===== config.mk =====
export PLATFORM = sky130hd
export DESIGN_NAME = ace_demux
export DESIGN_NICKNAME = d
export VERILOG_FILES = /design/src/ace_pkg.sv /design/src/ace_ack_fifo.sv /design/src/ace_resp_arbiter.sv /design/src/ace_write_resp_path.sv /design/src/ace_read_resp_path.sv /design/src/ace_req_router.sv /design/src/ace_demux.sv
export SDC_FILE = /design/constraint.sdc
export NUM_CORES = 1
export LEC_CHECK = 0
export ABC_AREA = 1
export BUFFER_PORTS_ARGS = -buffer_cell sky130_fd_sc_hd__buf_4
export CORE_ASPECT_RATIO = 0.5
export CORE_MARGIN = 2
export CORE_UTILIZATION = 48
export DETAILED_ROUTE_END_ITERATION = 10
export PLACE_DENSITY = 0.81
export SYNTH_ARGS = -nofsm -noshare
export SYNTH_HDL_FRONTEND = slang
export SYNTH_SLANG_ARGS = --single-unit

===== constraint.sdc =====
create_clock -name clk_i -period 9.2 [get_ports clk_i]
set_input_delay 1.84 -clock clk_i [delete_from_list [all_inputs] [get_ports clk_i]]
set_output_delay 1.84 -clock clk_i [all_outputs]
set_load 0.01 [all_outputs]

===== src/ace_pkg.sv =====
`default_nettype none

package ace_pkg;

    localparam int unsigned NUM_MST_PORTS = 4;
    localparam int unsigned MAX_TRANS     = 8;
    localparam int unsigned ID_WIDTH      = 4;
    localparam int unsigned DATA_WIDTH    = 32;

    // AW and AR
    localparam int unsigned NUM_REQ_CH    = 2;

    // Derived widths
    localparam int unsigned PORT_IDX_WIDTH = (NUM_MST_PORTS > 1) ? $clog2(NUM_MST_PORTS) : 1;
    localparam int unsigned FIFO_PTR_WIDTH = (MAX_TRANS > 1) ? $clog2(MAX_TRANS) : 1;
    localparam int unsigned FIFO_CNT_WIDTH = $clog2(MAX_TRANS + 1);

    // One downstream port
    typedef logic [PORT_IDX_WIDTH-1:0] port_idx_t;

    // One bit per downstream port
    typedef logic [NUM_MST_PORTS-1:0]  port_vec_t;

    typedef logic [ID_WIDTH-1:0]       axi_id_t;
    typedef logic [DATA_WIDTH-1:0]     axi_data_t;

    // Queue occupancy, 0 to MAX_TRANS
    typedef logic [FIFO_CNT_WIDTH-1:0] fifo_cnt_t;
    typedef logic [FIFO_PTR_WIDTH-1:0] fifo_ptr_t;

endpackage

`default_nettype wire


===== src/ace_ack_fifo.sv =====
`timescale 1ns/1ps
`default_nettype none

module ace_ack_fifo
    import ace_pkg::*;
(
    input  logic      clk_i,
    input  logic      rst_n_i,
    input  logic      push_i,
    input  port_idx_t data_i,
    input  logic      pop_i,
    output port_idx_t data_o,
    output logic      empty_o,
    output logic      full_o
);

    port_idx_t mem_q [MAX_TRANS];
    fifo_ptr_t rd_ptr_q;
    fifo_ptr_t wr_ptr_q;
    fifo_cnt_t cnt_q;
    logic      push_ok;
    logic      pop_ok;

    function automatic fifo_ptr_t ptr_inc(fifo_ptr_t p);
        if (p == fifo_ptr_t'(MAX_TRANS - 1)) begin
            return '0;
        end
        return p + 1'b1;
    endfunction

    assign empty_o = (cnt_q == '0);
    assign full_o  = (cnt_q == fifo_cnt_t'(MAX_TRANS));
    assign data_o  = mem_q[rd_ptr_q];

    // Pop on empty is dropped; push on full needs a pop in the same cycle
    assign pop_ok  = pop_i && !empty_o;
    assign push_ok = push_i && (!full_o || pop_ok);

    always_ff @(posedge clk_i) begin
        if (!rst_n_i) begin
            rd_ptr_q <= '0;
            wr_ptr_q <= '0;
            cnt_q    <= '0;
        end else begin
            if (push_ok) begin
                wr_ptr_q <= ptr_inc(wr_ptr_q);
            end
            if (pop_ok) begin
                rd_ptr_q <= ptr_inc(rd_ptr_q);
            end
            case ({push_ok, pop_ok})
                2'b10:   cnt_q <= cnt_q + 1'b1;
                2'b01:   cnt_q <= cnt_q - 1'b1;
                default: cnt_q <= cnt_q;
            endcase
        end
    end

    always_ff @(posedge clk_i) begin
        if (push_ok) begin
            mem_q[wr_ptr_q] <= data_i;
        end
    end

endmodule

`default_nettype wire


===== src/ace_resp_arbiter.sv =====
`timescale 1ns/1ps
`default_nettype none

module ace_resp_arbiter
    import ace_pkg::*;
(
    input  logic      clk_i,
    input  logic      rst_n_i,
    input  port_vec_t valid_i,
    input  port_vec_t last_i,
    input  logic      accept_i,
    output port_idx_t grant_o,
    output logic      grant_valid_o
);

    port_idx_t rr_ptr_q;
    port_idx_t lock_idx_q;
    logic      locked_q;
    port_idx_t rr_grant;
    logic      rr_found;

    function automatic port_idx_t next_port(port_idx_t p);
        if (p == port_idx_t'(NUM_MST_PORTS - 1)) begin
            return '0;
        end
        return p + 1'b1;
    endfunction

    // First valid port at or after the pointer
    always_comb begin
        port_idx_t idx;
        rr_grant = rr_ptr_q;
        rr_found = 1'b0;
        idx      = rr_ptr_q;
        for (int unsigned i = 0; i < NUM_MST_PORTS; i++) begin
            if (!rr_found && valid_i[idx]) begin
                rr_grant = idx;
                rr_found = 1'b1;
            end
            idx = next_port(idx);
        end
    end

    assign grant_o       = locked_q ? lock_idx_q : rr_grant;
    assign grant_valid_o = locked_q ? valid_i[lock_idx_q] : rr_found;

    // Lock on a stalled grant or on an accepted beat without last
    always_ff @(posedge clk_i) begin
        if (!rst_n_i) begin
            rr_ptr_q <= '0;
            locked_q <= 1'b0;
        end else if (accept_i) begin
            rr_ptr_q <= next_port(grant_o);
            locked_q <= !last_i[grant_o];
        end else if (grant_valid_o) begin
            locked_q <= 1'b1;
        end
    end

    always_ff @(posedge clk_i) begin
        if (grant_valid_o) begin
            lock_idx_q <= grant_o;
        end
    end

endmodule

`default_nettype wire


===== src/ace_write_resp_path.sv =====
`timescale 1ns/1ps
`default_nettype none

module ace_write_resp_path
    import ace_pkg::*;
(
    input  logic                         clk_i,
    input  logic                         rst_n_i,
    input  port_vec_t                    mst_b_valid_i,
    input  axi_id_t [NUM_MST_PORTS-1:0]  mst_b_id_i,
    output port_vec_t                    mst_b_ready_o,
    output logic                         slv_b_valid_o,
    input  logic                         slv_b_ready_i,
    output axi_id_t                      slv_b_id_o,
    input  logic                         slv_wack_i,
    output port_vec_t                    mst_wack_o
);

    port_idx_t grant;
    logic      grant_valid;
    logic      b_accept;
    port_idx_t head_idx;
    logic      fifo_empty;
    logic      fifo_full;

    // Every B is a single beat
    ace_resp_arbiter i_b_arb (
        .clk_i         (clk_i),
        .rst_n_i       (rst_n_i),
        .valid_i       (mst_b_valid_i),
        .last_i        ({NUM_MST_PORTS{1'b1}}),
        .accept_i      (b_accept),
        .grant_o       (grant),
        .grant_valid_o (grant_valid)
    );

    assign slv_b_valid_o = grant_valid && !fifo_full;
    assign slv_b_id_o    = mst_b_id_i[grant];
    assign b_accept      = slv_b_valid_o && slv_b_ready_i;

    always_comb begin
        mst_b_ready_o        = '0;
        mst_b_ready_o[grant] = b_accept;
    end

    ace_ack_fifo i_b_fifo (
        .clk_i   (clk_i),
        .rst_n_i (rst_n_i),
        .push_i  (b_accept),
        .data_i  (grant),
        .pop_i   (slv_wack_i),
        .data_o  (head_idx),
        .empty_o (fifo_empty),
        .full_o  (fifo_full)
    );

    always_comb begin
        mst_wack_o           = '0;
        mst_wack_o[head_idx] = slv_wack_i && !fifo_empty;
    end

endmodule

`default_nettype wire


===== src/ace_read_resp_path.sv =====
`timescale 1ns/1ps
`default_nettype none

module ace_read_resp_path
    import ace_pkg::*;
(
    input  logic                          clk_i,
    input  logic                          rst_n_i,
    input  port_vec_t                     mst_r_valid_i,
    input  axi_id_t   [NUM_MST_PORTS-1:0] mst_r_id_i,
    input  axi_data_t [NUM_MST_PORTS-1:0] mst_r_data_i,
    input  port_vec_t                     mst_r_last_i,
    output port_vec_t                     mst_r_ready_o,
    output logic                          slv_r_valid_o,
    input  logic                          slv_r_ready_i,
    output axi_id_t                       slv_r_id_o,
    output axi_data_t                     slv_r_data_o,
    output logic                          slv_r_last_o,
    input  logic                          slv_rack_i,
    output port_vec_t                     mst_rack_o
);

    port_idx_t grant;
    logic      grant_valid;
    logic      r_accept;
    logic      burst_done;
    port_idx_t head_idx;
    logic      fifo_empty;
    logic      fifo_full;

    // Burst lock keeps a port granted until its last beat goes through
    ace_resp_arbiter i_r_arb (
        .clk_i         (clk_i),
        .rst_n_i       (rst_n_i),
        .valid_i       (mst_r_valid_i),
        .last_i        (mst_r_last_i),
        .accept_i      (r_accept),
        .grant_o       (grant),
        .grant_valid_o (grant_valid)
    );

    assign slv_r_valid_o = grant_valid && !fifo_full;
    assign slv_r_id_o    = mst_r_id_i[grant];
    assign slv_r_data_o  = mst_r_data_i[grant];
    assign slv_r_last_o  = mst_r_last_i[grant];
    assign r_accept      = slv_r_valid_o && slv_r_ready_i;
    assign burst_done    = r_accept && slv_r_last_o;

    always_comb begin
        mst_r_ready_o        = '0;
        mst_r_ready_o[grant] = r_accept;
    end

    ace_ack_fifo i_r_fifo (
        .clk_i   (clk_i),
        .rst_n_i (rst_n_i),
        .push_i  (burst_done),
        .data_i  (grant),
        .pop_i   (slv_rack_i),
        .data_o  (head_idx),
        .empty_o (fifo_empty),
        .full_o  (fifo_full)
    );

    always_comb begin
        mst_rack_o           = '0;
        mst_rack_o[head_idx] = slv_rack_i && !fifo_empty;
    end

endmodule

`default_nettype wire


===== src/ace_req_router.sv =====
`timescale 1ns/1ps
`default_nettype none

module ace_req_router
    import ace_pkg::*;
(
    input  logic      clk_i,
    input  logic      rst_n_i,
    input  logic      slv_aw_valid_i,
    input  axi_id_t   slv_aw_id_i,
    input  port_idx_t slv_aw_sel_i,
    output logic      slv_aw_ready_o,
    output port_vec_t mst_aw_valid_o,
    output axi_id_t   mst_aw_id_o,
    input  port_vec_t mst_aw_ready_i,
    input  logic      slv_ar_valid_i,
    input  axi_id_t   slv_ar_id_i,
    input  port_idx_t slv_ar_sel_i,
    output logic      slv_ar_ready_o,
    output port_vec_t mst_ar_valid_o,
    output axi_id_t   mst_ar_id_o,
    input  port_vec_t mst_ar_ready_i
);

    // Channel 0 is AW, channel 1 is AR
    logic      [NUM_REQ_CH-1:0] in_valid;
    logic      [NUM_REQ_CH-1:0] in_ready;
    axi_id_t   [NUM_REQ_CH-1:0] in_id;
    port_idx_t [NUM_REQ_CH-1:0] in_sel;
    port_vec_t [NUM_REQ_CH-1:0] out_valid;
    port_vec_t [NUM_REQ_CH-1:0] out_ready;
    axi_id_t   [NUM_REQ_CH-1:0] out_id;

    assign in_valid  = {slv_ar_valid_i, slv_aw_valid_i};
    assign in_id     = {slv_ar_id_i, slv_aw_id_i};
    assign in_sel    = {slv_ar_sel_i, slv_aw_sel_i};
    assign out_ready = {mst_ar_ready_i, mst_aw_ready_i};

    for (genvar c = 0; c < NUM_REQ_CH; c++) begin : gen_spill
        logic      valid_q;
        axi_id_t   id_q;
        port_idx_t sel_q;
        logic      drain;
        logic      load;

        assign drain       = valid_q && out_ready[c][sel_q];
        assign in_ready[c] = !valid_q || drain;
        assign load        = in_valid[c] && in_ready[c];

        always_ff @(posedge clk_i) begin
            if (!rst_n_i) begin
                valid_q <= 1'b0;
            end else if (load) begin
                valid_q <= 1'b1;
            end else if (drain) begin
                valid_q <= 1'b0;
            end
        end

        always_ff @(posedge clk_i) begin
            if (load) begin
                id_q  <= in_id[c];
                sel_q <= in_sel[c];
            end
        end

        // Decode onto the selected port only
        assign out_valid[c] = valid_q ? (port_vec_t'(1) << sel_q) : '0;
        assign out_id[c]    = id_q;
    end

    assign slv_aw_ready_o = in_ready[0];
    assign slv_ar_ready_o = in_ready[1];
    assign mst_aw_valid_o = out_valid[0];
    assign mst_ar_valid_o = out_valid[1];
    assign mst_aw_id_o    = out_id[0];
    assign mst_ar_id_o    = out_id[1];

endmodule

`default_nettype wire


===== src/ace_demux.sv =====
`timescale 1ns/1ps
`default_nettype none

module ace_demux
    import ace_pkg::*;
(
    input  logic                          clk_i,
    input  logic                          rst_n_i,
    // Upstream requests
    input  logic                          slv_aw_valid_i,
    output logic                          slv_aw_ready_o,
    input  axi_id_t                       slv_aw_id_i,
    input  port_idx_t                     slv_aw_sel_i,
    input  logic                          slv_ar_valid_i,
    output logic                          slv_ar_ready_o,
    input  axi_id_t                       slv_ar_id_i,
    input  port_idx_t                     slv_ar_sel_i,
    // Downstream requests
    output port_vec_t                     mst_aw_valid_o,
    output axi_id_t                       mst_aw_id_o,
    input  port_vec_t                     mst_aw_ready_i,
    output port_vec_t                     mst_ar_valid_o,
    output axi_id_t                       mst_ar_id_o,
    input  port_vec_t                     mst_ar_ready_i,
    // Downstream responses
    input  port_vec_t                     mst_b_valid_i,
    output port_vec_t                     mst_b_ready_o,
    input  axi_id_t   [NUM_MST_PORTS-1:0] mst_b_id_i,
    input  port_vec_t                     mst_r_valid_i,
    output port_vec_t                     mst_r_ready_o,
    input  axi_id_t   [NUM_MST_PORTS-1:0] mst_r_id_i,
    input  axi_data_t [NUM_MST_PORTS-1:0] mst_r_data_i,
    input  port_vec_t                     mst_r_last_i,
    // Upstream responses
    output logic                          slv_b_valid_o,
    input  logic                          slv_b_ready_i,
    output axi_id_t                       slv_b_id_o,
    output logic                          slv_r_valid_o,
    input  logic                          slv_r_ready_i,
    output axi_id_t                       slv_r_id_o,
    output axi_data_t                     slv_r_data_o,
    output logic                          slv_r_last_o,
    // Acknowledges
    input  logic                          slv_wack_i,
    input  logic                          slv_rack_i,
    output port_vec_t                     mst_wack_o,
    output port_vec_t                     mst_rack_o
);

    ace_req_router i_req_router (
        .clk_i          (clk_i),
        .rst_n_i        (rst_n_i),
        .slv_aw_valid_i (slv_aw_valid_i),
        .slv_aw_id_i    (slv_aw_id_i),
        .slv_aw_sel_i   (slv_aw_sel_i),
        .slv_aw_ready_o (slv_aw_ready_o),
        .mst_aw_valid_o (mst_aw_valid_o),
        .mst_aw_id_o    (mst_aw_id_o),
        .mst_aw_ready_i (mst_aw_ready_i),
        .slv_ar_valid_i (slv_ar_valid_i),
        .slv_ar_id_i    (slv_ar_id_i),
        .slv_ar_sel_i   (slv_ar_sel_i),
        .slv_ar_ready_o (slv_ar_ready_o),
        .mst_ar_valid_o (mst_ar_valid_o),
        .mst_ar_id_o    (mst_ar_id_o),
        .mst_ar_ready_i (mst_ar_ready_i)
    );

    ace_write_resp_path i_write_path (
        .clk_i          (clk_i),
        .rst_n_i        (rst_n_i),
        .mst_b_valid_i  (mst_b_valid_i),
        .mst_b_id_i     (mst_b_id_i),
        .mst_b_ready_o  (mst_b_ready_o),
        .slv_b_valid_o  (slv_b_valid_o),
        .slv_b_ready_i  (slv_b_ready_i),
        .slv_b_id_o     (slv_b_id_o),
        .slv_wack_i     (slv_wack_i),
        .mst_wack_o     (mst_wack_o)
    );

    ace_read_resp_path i_read_path (
        .clk_i          (clk_i),
        .rst_n_i        (rst_n_i),
        .mst_r_valid_i  (mst_r_valid_i),
        .mst_r_id_i     (mst_r_id_i),
        .mst_r_data_i   (mst_r_data_i),
        .mst_r_last_i   (mst_r_last_i),
        .mst_r_ready_o  (mst_r_ready_o),
        .slv_r_valid_o  (slv_r_valid_o),
        .slv_r_ready_i  (slv_r_ready_i),
        .slv_r_id_o     (slv_r_id_o),
        .slv_r_data_o   (slv_r_data_o),
        .slv_r_last_o   (slv_r_last_o),
        .slv_rack_i     (slv_rack_i),
        .mst_rack_o     (mst_rack_o)
    );

endmodule

`default_nettype wire


==> results_dict.tcl, run 1 <==
set metrics [dict create \
    status "finished clean" \
    cts_hold_buf 0 \
    syn_avg_cell_area_sq_um 7.27 \
    path_class "primary input to primary output" \
    core-area_sq_um 11100 \
    worst_slew_pin_slew_ps 1040 \
    synth_common_cells "nor2_1 (144), nand2_1 (130), o21ai_0 (107)" \
    ys_async_sr_fraction_pct 0 \
    seq_area_frac_synth_pct 38.4 \
    ys_seq_elements 82 \
    dr_total_vias 6155 \
    first_pass_iters 5 \
    synth_edf_count 48 \
    grtUsageTotal_pct 27.8 \
    worstPathRequired_ps 7360 \
    nets 1240 \
    clkLatencyLatePin_ps 340 \
    drive_above_1_share_pct 31.4 \
    die_y_microns 79.8 \
    min_path_type "register to register" \
    cts_resized 0 \
    worst_path_max_delay_cell "inv_2" \
    clk_pin_slew_ps 60 \
    skew_ps 7.90 \
    crit_path_start_kind "primary input" \
    crit_buf_inv 4 \
    ant_nets 0 \
    cp_slowest_stage_delay_ps 610 \
    antenna_found_initial 0 \
    p_per_area_nw_per_um2 444 \
    synth_cell_types 44 \
    synth.most_common_cell "nor2_1" \
    wirelength_microns 17800 \
    syn_nets 984 \
    grt_pass1_vias 5705 \
    gp_congestion 0.934 \
    worstHoldStart "i_read_path.i_r_fifo.cnt_q[1]$_SDFFE_PN0P_" \
    synth_top_area_share_pct 26.1 \
    maxCapViolCount 0 \
    row_count 27 \
    initial_utilization_pct 49.7 \
    post_cts_buffers 0 \
    leakage_nw 3.80 \
    synth.largest_area_cell "edfxtp_1" \
    fin_crit_ps 6760 \
    fin_setup_tns_ps 0 \
    rsz0062_at_grt "no" \
    drc 0 \
    slew_viol_final 0 \
    dieWidth_microns 156 \
    worst_path_dominant_cell_family "buffers and inverters" \
    hold_viol 0 \
    cp-end-kind "primary output" \
    cts_buffer_depth 2 \
    yosys-top-cells-area "edfxtp_1 (26%), dfxtp_1 (12%), nor2_1 (9.8%), o21ai_0 (9.7%), nand2_1 (8.8%)" \
    cts_buffers 9 \
    hpwlAfterDp_microns 13700 \
    drt_iter0_drc 424 \
    cts_num_sinks 82 \
    r2r_cells 21 \
    fin_crit_sh_pct 73.5 \
    peakVddDrop_uv 301 \
    whs_path_depth 2 \
    grt_start_max_net_pins 79 \
    slew_headroom_pct 30.8 \
    syn-cell-area_sq_um 5520 \
    yosysWarnings 0 \
    area_delta_synth_final_pct 43.6 \
    dpl_cell_area_sq_um 7600 \
    post_drt_via_cell_ratio 5.28 \
    overflow 0 \
    grt_first_pass_wirelength_microns 27400 \
    setup_viol 0 \
    fin_util_pct 71.3 \
    htreeDepth 3 \
    reg2reg_slack_ps 5070 \
    arrival_ps 4920 \
    die_area_sq_um 12400 \
    min_to "i_read_path.i_r_fifo.cnt_q[1]$_SDFFE_PN0P_" \
    rr_startpoint "i_read_path.i_r_arb.rr_ptr_q[0]$_SDFFE_PN0P_" \
    hold_ws_ps 525 \
    crit_fanout 78 \
    cts_root_buffer "clkbuf_16" \
    cts_tree "yes" \
    n_antenna_cell 0 \
    dp_slack_ps 2510 \
    final_cell_area_sq_um 7930 \
    ios 277 \
    r2r-end "i_read_path.i_r_fifo.cnt_q[3]$_SDFFE_PN0P_" \
    finalWorstSetupSlack_ps 2440 \
    numPortBuffers 276 \
    cp_cell_sequence "buf_4 > nand2_1 > nand3_1 > nand2_2 > nand2_4 > nor2_4 > nand2_2 > nand2_1 > nand2_1 > nand3_2 > nand2_4 > inv_2 > buf_4 > o21ai_0 > o22ai_1 > buf_4" \
    ys.flop_type "edfxtp_1" \
    fmax_mhz 148 \
    wire_per_inst_microns 15.2 \
    synthCells 759 \
]
cell families after synthesis:
group,Yosys count,share of synthesized area [%]
compound gates,200,20.3
xor+xnor,6,0.952
fa+ha+maj,25,5.80
buf+inv,107,8.41
flops,82,38.4
simple gates,339,26.1
cell usage in the layout (no fill, tap or decap), drive strengths merged, types with 3 or more instances in the layout:
cell type,n
nor3,17
edfxtp,48
clkbuf,9
xor2,4
dfxtp,34
a31oi,5
o21ai,119
nand3,26
o22ai,44
nor2,145
nand2,141
inv,76
buf,278
ha,24
o211ai,6
and2,3
a21oi,20
metal layers:
| metal | vias to the layer above | track usage, % | wire length (microns) |
|---|---|---|---|
| li1 | 3091 | - | - |
| met1 | 2823 | 32.6 | 6900 |
| met2 | 212 | 50.8 | 9250 |
| met3 | 29 | 7.49 | 1320 |
| met4 | 0 | 6.88 | 285 |
| met5 | - | 0 | 0 |
tightest hold or removal path, stage by stage (launching register included):
cell	delay, ps
dfxtp_1	360
inv_1	70
a21oi_1	50
how the worst max path moves through the flow:
stage                          start                to  slack (ps)  cells after the start
global placement    mst_r_valid_i[3]   slv_r_data_o[7]        2630                     16
detailed placement  mst_r_valid_i[3]   slv_r_data_o[7]        2510                     16
global route        mst_r_valid_i[3]   slv_r_data_o[7]        2180                     16
finish              mst_r_valid_i[3]   slv_r_data_o[7]        2440                     16
floorplan           mst_b_valid_i[1]  mst_b_ready_o[2]        3960                     17
CTS                 mst_r_valid_i[3]   slv_r_data_o[7]        2500                     16
sequential cells by signal, summed over array words and instances (netlist names), 3 cells and up, named ones only:
name                            cells
i_read_path.i_r_fifo.rd_ptr_q       3
i_read_path.i_r_fifo.cnt_q          4
i_write_path.i_b_fifo.cnt_q         4
i_write_path.i_b_fifo.wr_ptr_q      3
i_req_router.mst_aw_id_o            4
i_req_router.gen_spill.sel_q        4
i_req_router.mst_ar_id_o            4
i_write_path.i_b_fifo.mem_q        16
i_read_path.i_r_fifo.mem_q         16
i_read_path.i_r_fifo.wr_ptr_q       3
i_write_path.i_b_fifo.rd_ptr_q      3
report_power, final:
group	switching, W	internal (W)	leakage, nW
registers	0.0000789	0.000543	0.731
clock network	0.000150	0.000240	0.157
logic	0.00153	0.000979	2.91
total	0.00176	0.00176	3.80
per-stage QoR:
| stage | power, W | std cells |
|---|---|---|
| floorplan | 0.00224 | 759 |
| global placement | 0.00304 | 1149 |
| detailed placement | 0.00310 | 1149 |
| CTS | 0.00351 | 1165 |
| global route | 0.00380 | 1165 |
| finish | 0.00352 | 1165 |
area by class of cell:
type                            instances  area (sq um)
Timing Repair Buffer                  278          2090
Clock inverter                          7          98.8
Clock buffer                            9           225
Fill cell                             898          3190
Inverter                               74           278
Sequential cell                        82          2120
Multi-Input combinational cell        570          2930
Tap cell                              145           181
(Power assumes the default switching activity.)
==> run 2, diff against run 1 <==
--- a/config.mk
+++ b/config.mk
@@ -9,9 +9,9 @@
 export BUFFER_PORTS_ARGS = -buffer_cell sky130_fd_sc_hd__buf_4
 export CORE_ASPECT_RATIO = 0.5
 export CORE_MARGIN = 2
-export CORE_UTILIZATION = 48
+export CORE_UTILIZATION = 47
 export DETAILED_ROUTE_END_ITERATION = 10
-export PLACE_DENSITY = 0.81
+export PLACE_DENSITY = 0.8
 export SYNTH_ARGS = -nofsm -noshare
 export SYNTH_HDL_FRONTEND = slang
 export SYNTH_SLANG_ARGS = --single-unit
==> constraint.sdc (replaced) <==
create_clock -name clk_i -period 6.4 [get_ports clk_i]
set_input_delay 1.28 -clock clk_i [delete_from_list [all_inputs] [get_ports clk_i]]
set_output_delay 1.28 -clock clk_i [all_outputs]
set_load 0.01 [all_outputs]
==> run 2 against run 1 <==
Sequential power grew 43%. Highest routed layer unchanged. Via count shrank 1.3%. Final area grew 0.13%. Sequential share of layout area is essentially flat. Largest power group unchanged. Non-clock buffer count grew 2. First-iteration DRC count shrank 6.8%. Flip-flop and latch count is the same. Worst setup slack lost 980 ps. Clock-buffer cell count is the same.
==> results_dict.tcl, run 2 (same netlist as run 1, synthesis figures left out) <==
set metrics [dict create \
    register_area_sq_um 2120 \
    core-area_sq_um 11200 \
    post_drt_via_cell_ratio 5.15 \
    drt_iter0_drc 395 \
    dieWidth_microns 157 \
    crit_fanout 39 \
    ios 277 \
    hold_viol 0 \
    maxCapViolCount 0 \
    overflow 0 \
    worst_path_max_delay_cell "inv_1" \
    largestRegisters "i_read_path.i_r_fifo.mem_q x16, i_write_path.i_b_fifo.mem_q x16" \
    htreeDepth 3 \
    cp_slowest_stage_delay_ps 740 \
    cts_root_buffer "clkbuf_16" \
    gp_congestion 0.927 \
    fillers 961 \
    numPortBuffers 276 \
    cts_hold_buf 0 \
    final_cell_area_sq_um 7940 \
    cts_buffer_depth 2 \
    die_y_microns 80.6 \
    arrival_ps 3660 \
    fin_setup_tns_ps 0 \
    status "finished clean" \
    fmax_mhz 202 \
    rsz0062_at_grt "no" \
    cp_cell_sequence "buf_4 > nand2_1 > nand3_1 > nand2_2 > nand2_4 > nor2_4 > nand2_1 > nand2_1 > inv_1 > nand2_1 > nand2_1 > inv_1 > o21ai_0 > o22ai_1 > buf_4" \
    p_per_area_nw_per_um2 639 \
    dr_total_vias 6078 \
    leakage_nw 3.79 \
    fin_crit_sh_pct 77.2 \
    row_count 27 \
    n_antenna_cell 0 \
    hpwlAfterDp_microns 14000 \
    nets 1242 \
    post_cts_buffers 0 \
    skew_ps 5.66 \
    worst_slew_pin_slew_ps 1040 \
    clk_pin_slew_ps 60 \
    dp_slack_ps 1500 \
    wirelength_microns 18000 \
    die_area_sq_um 12700 \
    first_pass_iters 5 \
    drc 0 \
    crit_top_cell "nand2_1" \
    cts_num_sinks 82 \
    setup_viol 0 \
    grt_start_max_net_pins 78 \
    dpl_cell_area_sq_um 7630 \
    fin_util_pct 70.8 \
    slew_headroom_pct 30.8 \
    grt_pass1_vias 5892 \
    grt_first_pass_wirelength_microns 27800 \
    area_delta_synth_final_pct 43.8 \
    clkLatencyLatePin_ps 340 \
    worstPathRequired_ps 5120 \
    path_class "primary input to primary output" \
    cts_resized 0 \
    min_path_type "register to register" \
    wire_per_inst_microns 15.3 \
    slew_viol_final 0 \
    layout_common_cells "buf_4 (280), nor2_1 (144), nand2_1 (130), o21ai_0 (107), inv_1 (68)" \
    peakVddDrop_uv 446 \
    finalWorstSetupSlack_ps 1460 \
    grtUsageTotal_pct 27.9 \
    cts_buffers 9 \
    fin_crit_ps 4940 \
    cp-end-kind "primary output" \
    crit_path_start_kind "primary input" \
    ant_nets 0 \
    hold_ws_ps 510 \
    multi_input_area_sq_um 2930 \
    cts_tree "yes" \
    initial_utilization_pct 49.2 \
    drive_above_1_share_pct 31.5 \
    layout_commonest_cell "buf_4" \
    antenna_found_initial 0 \
]
==> run 2: cell count changes in the layout (fill, tap and decap cells not counted) <==
cell,previous run,this run
buf_4,278,280
clkinvlp_4,1,2
clkinv_4,0,1
bufinv_16,2,1
inv_6,3,2
==> run 2: report_power, final <==
part | internal [W] | switching, W
clock | 0.000305 | 0.000211
sequential | 0.000780 | 0.000112
combinational | 0.00143 | 0.00224
total | 0.00251 | 0.00256
==> run 2: per-layer routing <==
metal	wire length [microns]	up-vias	global-route usage (%)	part of all wire, %
met1	7120	2754	32.3	40
met2	9010	205	49.7	50
met3	1430	34	7.99	8.0
met4	450	0	9.91	2.5
met5	0	-	0	0
li1	-	3085	-	-
==> run 2: area by class of cell <==
type,count,area share [%]
clock buffers,9,2.84
clock inverters,7,0.962
inverters,74,3.50
multi-input cells,570,37.0
flip-flops and latches,82,26.7
well taps,159,2.51
repair buffers,280,26.5
==> run 2: worst max-delay path: cells and delay by family <==
kind	cells	cell delay [ps]
compound gates	2	550
buf+inv	4	1050
simple gates	9	750
==> run 2: path summary, 6_finish.rpt <==
check / start / end / slack [ps] / cells past startpoint
worst max-delay path: mst_r_valid_i[3] / slv_r_data_o[6] / 1460 / 15
worst min-delay path: i_read_path.i_r_fifo.cnt_q[1]$_SDFFE_PN0P_ / i_read_path.i_r_fifo.cnt_q[1]$_SDFFE_PN0P_ / 510 / 2
worst max register to register: i_read_path.i_r_arb.rr_ptr_q[0]$_SDFFE_PN0P_ / i_read_path.i_r_fifo.cnt_q[2]$_SDFFE_PN0P_ / 2210 / 23
worst min register to register: i_read_path.i_r_fifo.cnt_q[1]$_SDFFE_PN0P_ / i_read_path.i_r_fifo.cnt_q[1]$_SDFFE_PN0P_ / 510 / 2
==> run 2: metrics by stage <==
step,total power (W),instances
floorplan,0.00322,759
global placement,0.00445,1165
detailed placement,0.00453,1165
CTS,0.00506,1181
global route,0.00550,1181
finish,0.00507,1181
==> run 3, diff against run 2 <==
--- a/config.mk
+++ b/config.mk
@@ -9,9 +9,9 @@
 export BUFFER_PORTS_ARGS = -buffer_cell sky130_fd_sc_hd__buf_4
 export CORE_ASPECT_RATIO = 0.5
 export CORE_MARGIN = 2
-export CORE_UTILIZATION = 47
+export CORE_UTILIZATION = 42
 export DETAILED_ROUTE_END_ITERATION = 10
-export PLACE_DENSITY = 0.8
+export PLACE_DENSITY = 0.75
 export SYNTH_ARGS = -nofsm -noshare
 export SYNTH_HDL_FRONTEND = slang
 export SYNTH_SLANG_ARGS = --single-unit
==> constraint.sdc (replaced) <==
create_clock -name clk_i -period 4 [get_ports clk_i]
set_input_delay 0.8 -clock clk_i [delete_from_list [all_inputs] [get_ports clk_i]]
set_output_delay 0.8 -clock clk_i [all_outputs]
set_load 0.01 [all_outputs]
==> run 3 against run 2 <==
Final area is 2.3% higher. Power is 68% higher. Worst setup slack worse by 1200 ps. Critical path type is now register to primary output. Largest cell class unchanged.
==> results_dict.tcl, run 3 (same netlist as run 1, synthesis figures left out) <==
set metrics [dict create \
    cts_tree "yes" \
    htreeDepth 3 \
    grt_pass1_vias 5869 \
    largestRegisters "i_read_path.i_r_fifo.mem_q x16, i_write_path.i_b_fifo.mem_q x16" \
    cp-end-kind "primary output" \
    worstHoldStart "i_read_path.i_r_fifo.cnt_q[1]$_SDFFE_PN0P_" \
    p_per_area_nw_per_um2 1050 \
    maxCapViolCount 0 \
    dieWidth_microns 166 \
    min_to "i_read_path.i_r_fifo.cnt_q[1]$_SDFFE_PN0P_" \
    path_class "register to primary output" \
    crit_path_start_kind "register" \
    arrival_ps 2950 \
    slew_headroom_pct 51.4 \
    fin_crit_ps 3750 \
    p_int_w 0.00438 \
    drc 0 \
    multi_input_area_sq_um 2950 \
    clkLatencyLatePin_ps 340 \
    n_antenna_cell 0 \
    peakVddDrop_uv 855 \
    area_delta_synth_final_pct 47.1 \
    setup_viol 0 \
    combPwrFrac_pct 71.6 \
    hpwlAfterDp_microns 14000 \
    rr_startpoint "i_read_path.i_r_arb.rr_ptr_q[0]$_SDFFE_PN0P_" \
    worstPathRequired_ps 3200 \
    crit_fanout 12 \
    leakage_nw 3.87 \
    clk_pin_slew_ps 60 \
    ant_nets 0 \
    fin_crit_sh_pct 93.9 \
    hold_viol 0 \
    power_w 0.00851 \
    dr_total_vias 6103 \
    layout_commonest_cell "buf_4" \
    antenna_found_initial 0 \
    die_y_microns 85.1 \
    grt_start_max_net_pins 78 \
    wirelength_microns 17600 \
    slew_viol_final 0 \
    r2r-end "i_read_path.i_r_fifo.cnt_q[3]$_SDFFE_PN0P_" \
    dp_cells 1181 \
    whs_path_depth 2 \
    p_sw_w 0.00413 \
    fin_setup_tns_ps 0 \
    grtUsageTotal_pct 24.5 \
    overflow 0 \
    drt_iter0_drc 394 \
    grt_first_pass_wirelength_microns 28100 \
    row_count 29 \
    swShare_pct 48.5 \
    cts_buffers 9 \
    final_cells 1198 \
    layout_common_cells "buf_4 (282), nor2_1 (144), nand2_1 (129), o21ai_0 (106), inv_1 (67)" \
    ios 277 \
    cts_num_sinks 82 \
    fillers 1101 \
    fmax_mhz 266 \
    wire_per_inst_microns 14.7 \
    skew_ps 5.91 \
    drive_above_1_share_pct 32.3 \
    numPortBuffers 276 \
    worst_slew_pin_slew_ps 726 \
    r2r_cells 21 \
    core-area_sq_um 12700 \
    clkPwrFrac_pct 11.8 \
    seqPwrFrac_pct 16.6 \
    register_area_sq_um 2120 \
    rsz0062_at_grt "no" \
    cts_root_buffer "clkbuf_16" \
    die_area_sq_um 14100 \
    cts_buffer_depth 2 \
    first_pass_iters 5 \
    post_drt_via_cell_ratio 5.09 \
    cts_hold_buf 0 \
    status "finished clean" \
    min_path_type "register to register" \
    reg2reg_slack_ps 340 \
    gp_congestion 0.918 \
    initial_utilization_pct 43.3 \
    nets 1248 \
]
[run 3: cell types whose count changed in the layout (fill, tap and decap cells not counted), moves of 2 or more]
cell / delta
inv_6: -2
bufinv_16: +3
inv_2: -2
buf_4: +2
buf_12: +2
inv_4: +2
[run 3: critical path, cell delays in order (launching register included)]
cell,delay [ps]
dfxtp_2,360
ha_1,370
inv_1,160
nand3_1,100
nand2_1,110
nand2_4,70
nor2_4,140
nand2_1,70
nand2_1,70
inv_1,50
nand2_1,60
nand2_1,120
clkinvlp_4,190
buf_4,200
o21ai_0,100
o22ai_1,250
buf_4,190
[run 3: area by class of cell]
type,count,area share (%)
clock buffer,9,2.77
multi-input combinational,570,36.3
clock inverter,7,1.74
sequential,82,26.1
inverter,74,3.53
timing repair buffer,286,26.9
tap,170,2.62
[run 3: per-stage QoR]
step / util, % / instance area, sq um / hold WS, ps / setup WS (ps)
floorplan: - / 5520 / 465 / 717
global placement: 60.5 / 7710 / 495 / 408
detailed placement: 60.5 / 7710 / 494 / 264
CTS: 63.4 / 8080 / 506 / 50.9
global route: 63.8 / 8120 / 553 / 12.7
finish: 63.8 / 8120 / 511 / 245
[run 3: worst max-delay path by stage]
stage	slack, ps	depth (start not counted)	to	start
after CTS	50	17	mst_r_ready_o[3]	i_read_path.i_r_arb.rr_ptr_q[0]$_SDFFE_PN0P_
after global placement	410	17	mst_r_ready_o[3]	mst_r_valid_i[3]
after global routing	10	23	i_read_path.i_r_fifo.cnt_q[3]$_SDFFE_PN0P_	i_read_path.i_r_arb.rr_ptr_q[0]$_SDFFE_PN0P_
after detailed placement	260	21	i_read_path.i_r_fifo.cnt_q[3]$_SDFFE_PN0P_	mst_r_valid_i[0]
final	250	16	slv_r_data_o[9]	i_read_path.i_r_arb.rr_ptr_q[0]$_SDFFE_PN0P_
after floorplan	720	22	i_write_path.i_b_fifo.cnt_q[3]$_SDFFE_PN0P_	mst_b_valid_i[1]
[run 3: what timing repair did]
action	in CTS	in global routing
buffers inserted	0	1
setup endpoints to repair	0	50
gates resized for setup	0	13
[run 3: per-layer routing]
layer / track usage, % / share of wire [%] / up-vias
met5: 0 / 0 / -
met4: 4.98 / 1.7 / 0
met3: 7.74 / 7.8 / 22
met2: 45.0 / 51 / 213
met1: 28.7 / 40 / 2777
li1: - / - / 3091
[run 3: power by group through the flow]
stage | clock, W | sequential [W] | combinational, W
global placement | 0 | 0.00142 | 0.00584
CTS | 0.00102 | 0.00141 | 0.00597
global route | 0.00106 | 0.00144 | 0.00672
detailed placement | 0 | 0.00143 | 0.00595
floorplan | 0 | 0.00137 | 0.00378
finish | 0.00100 | 0.00142 | 0.00609
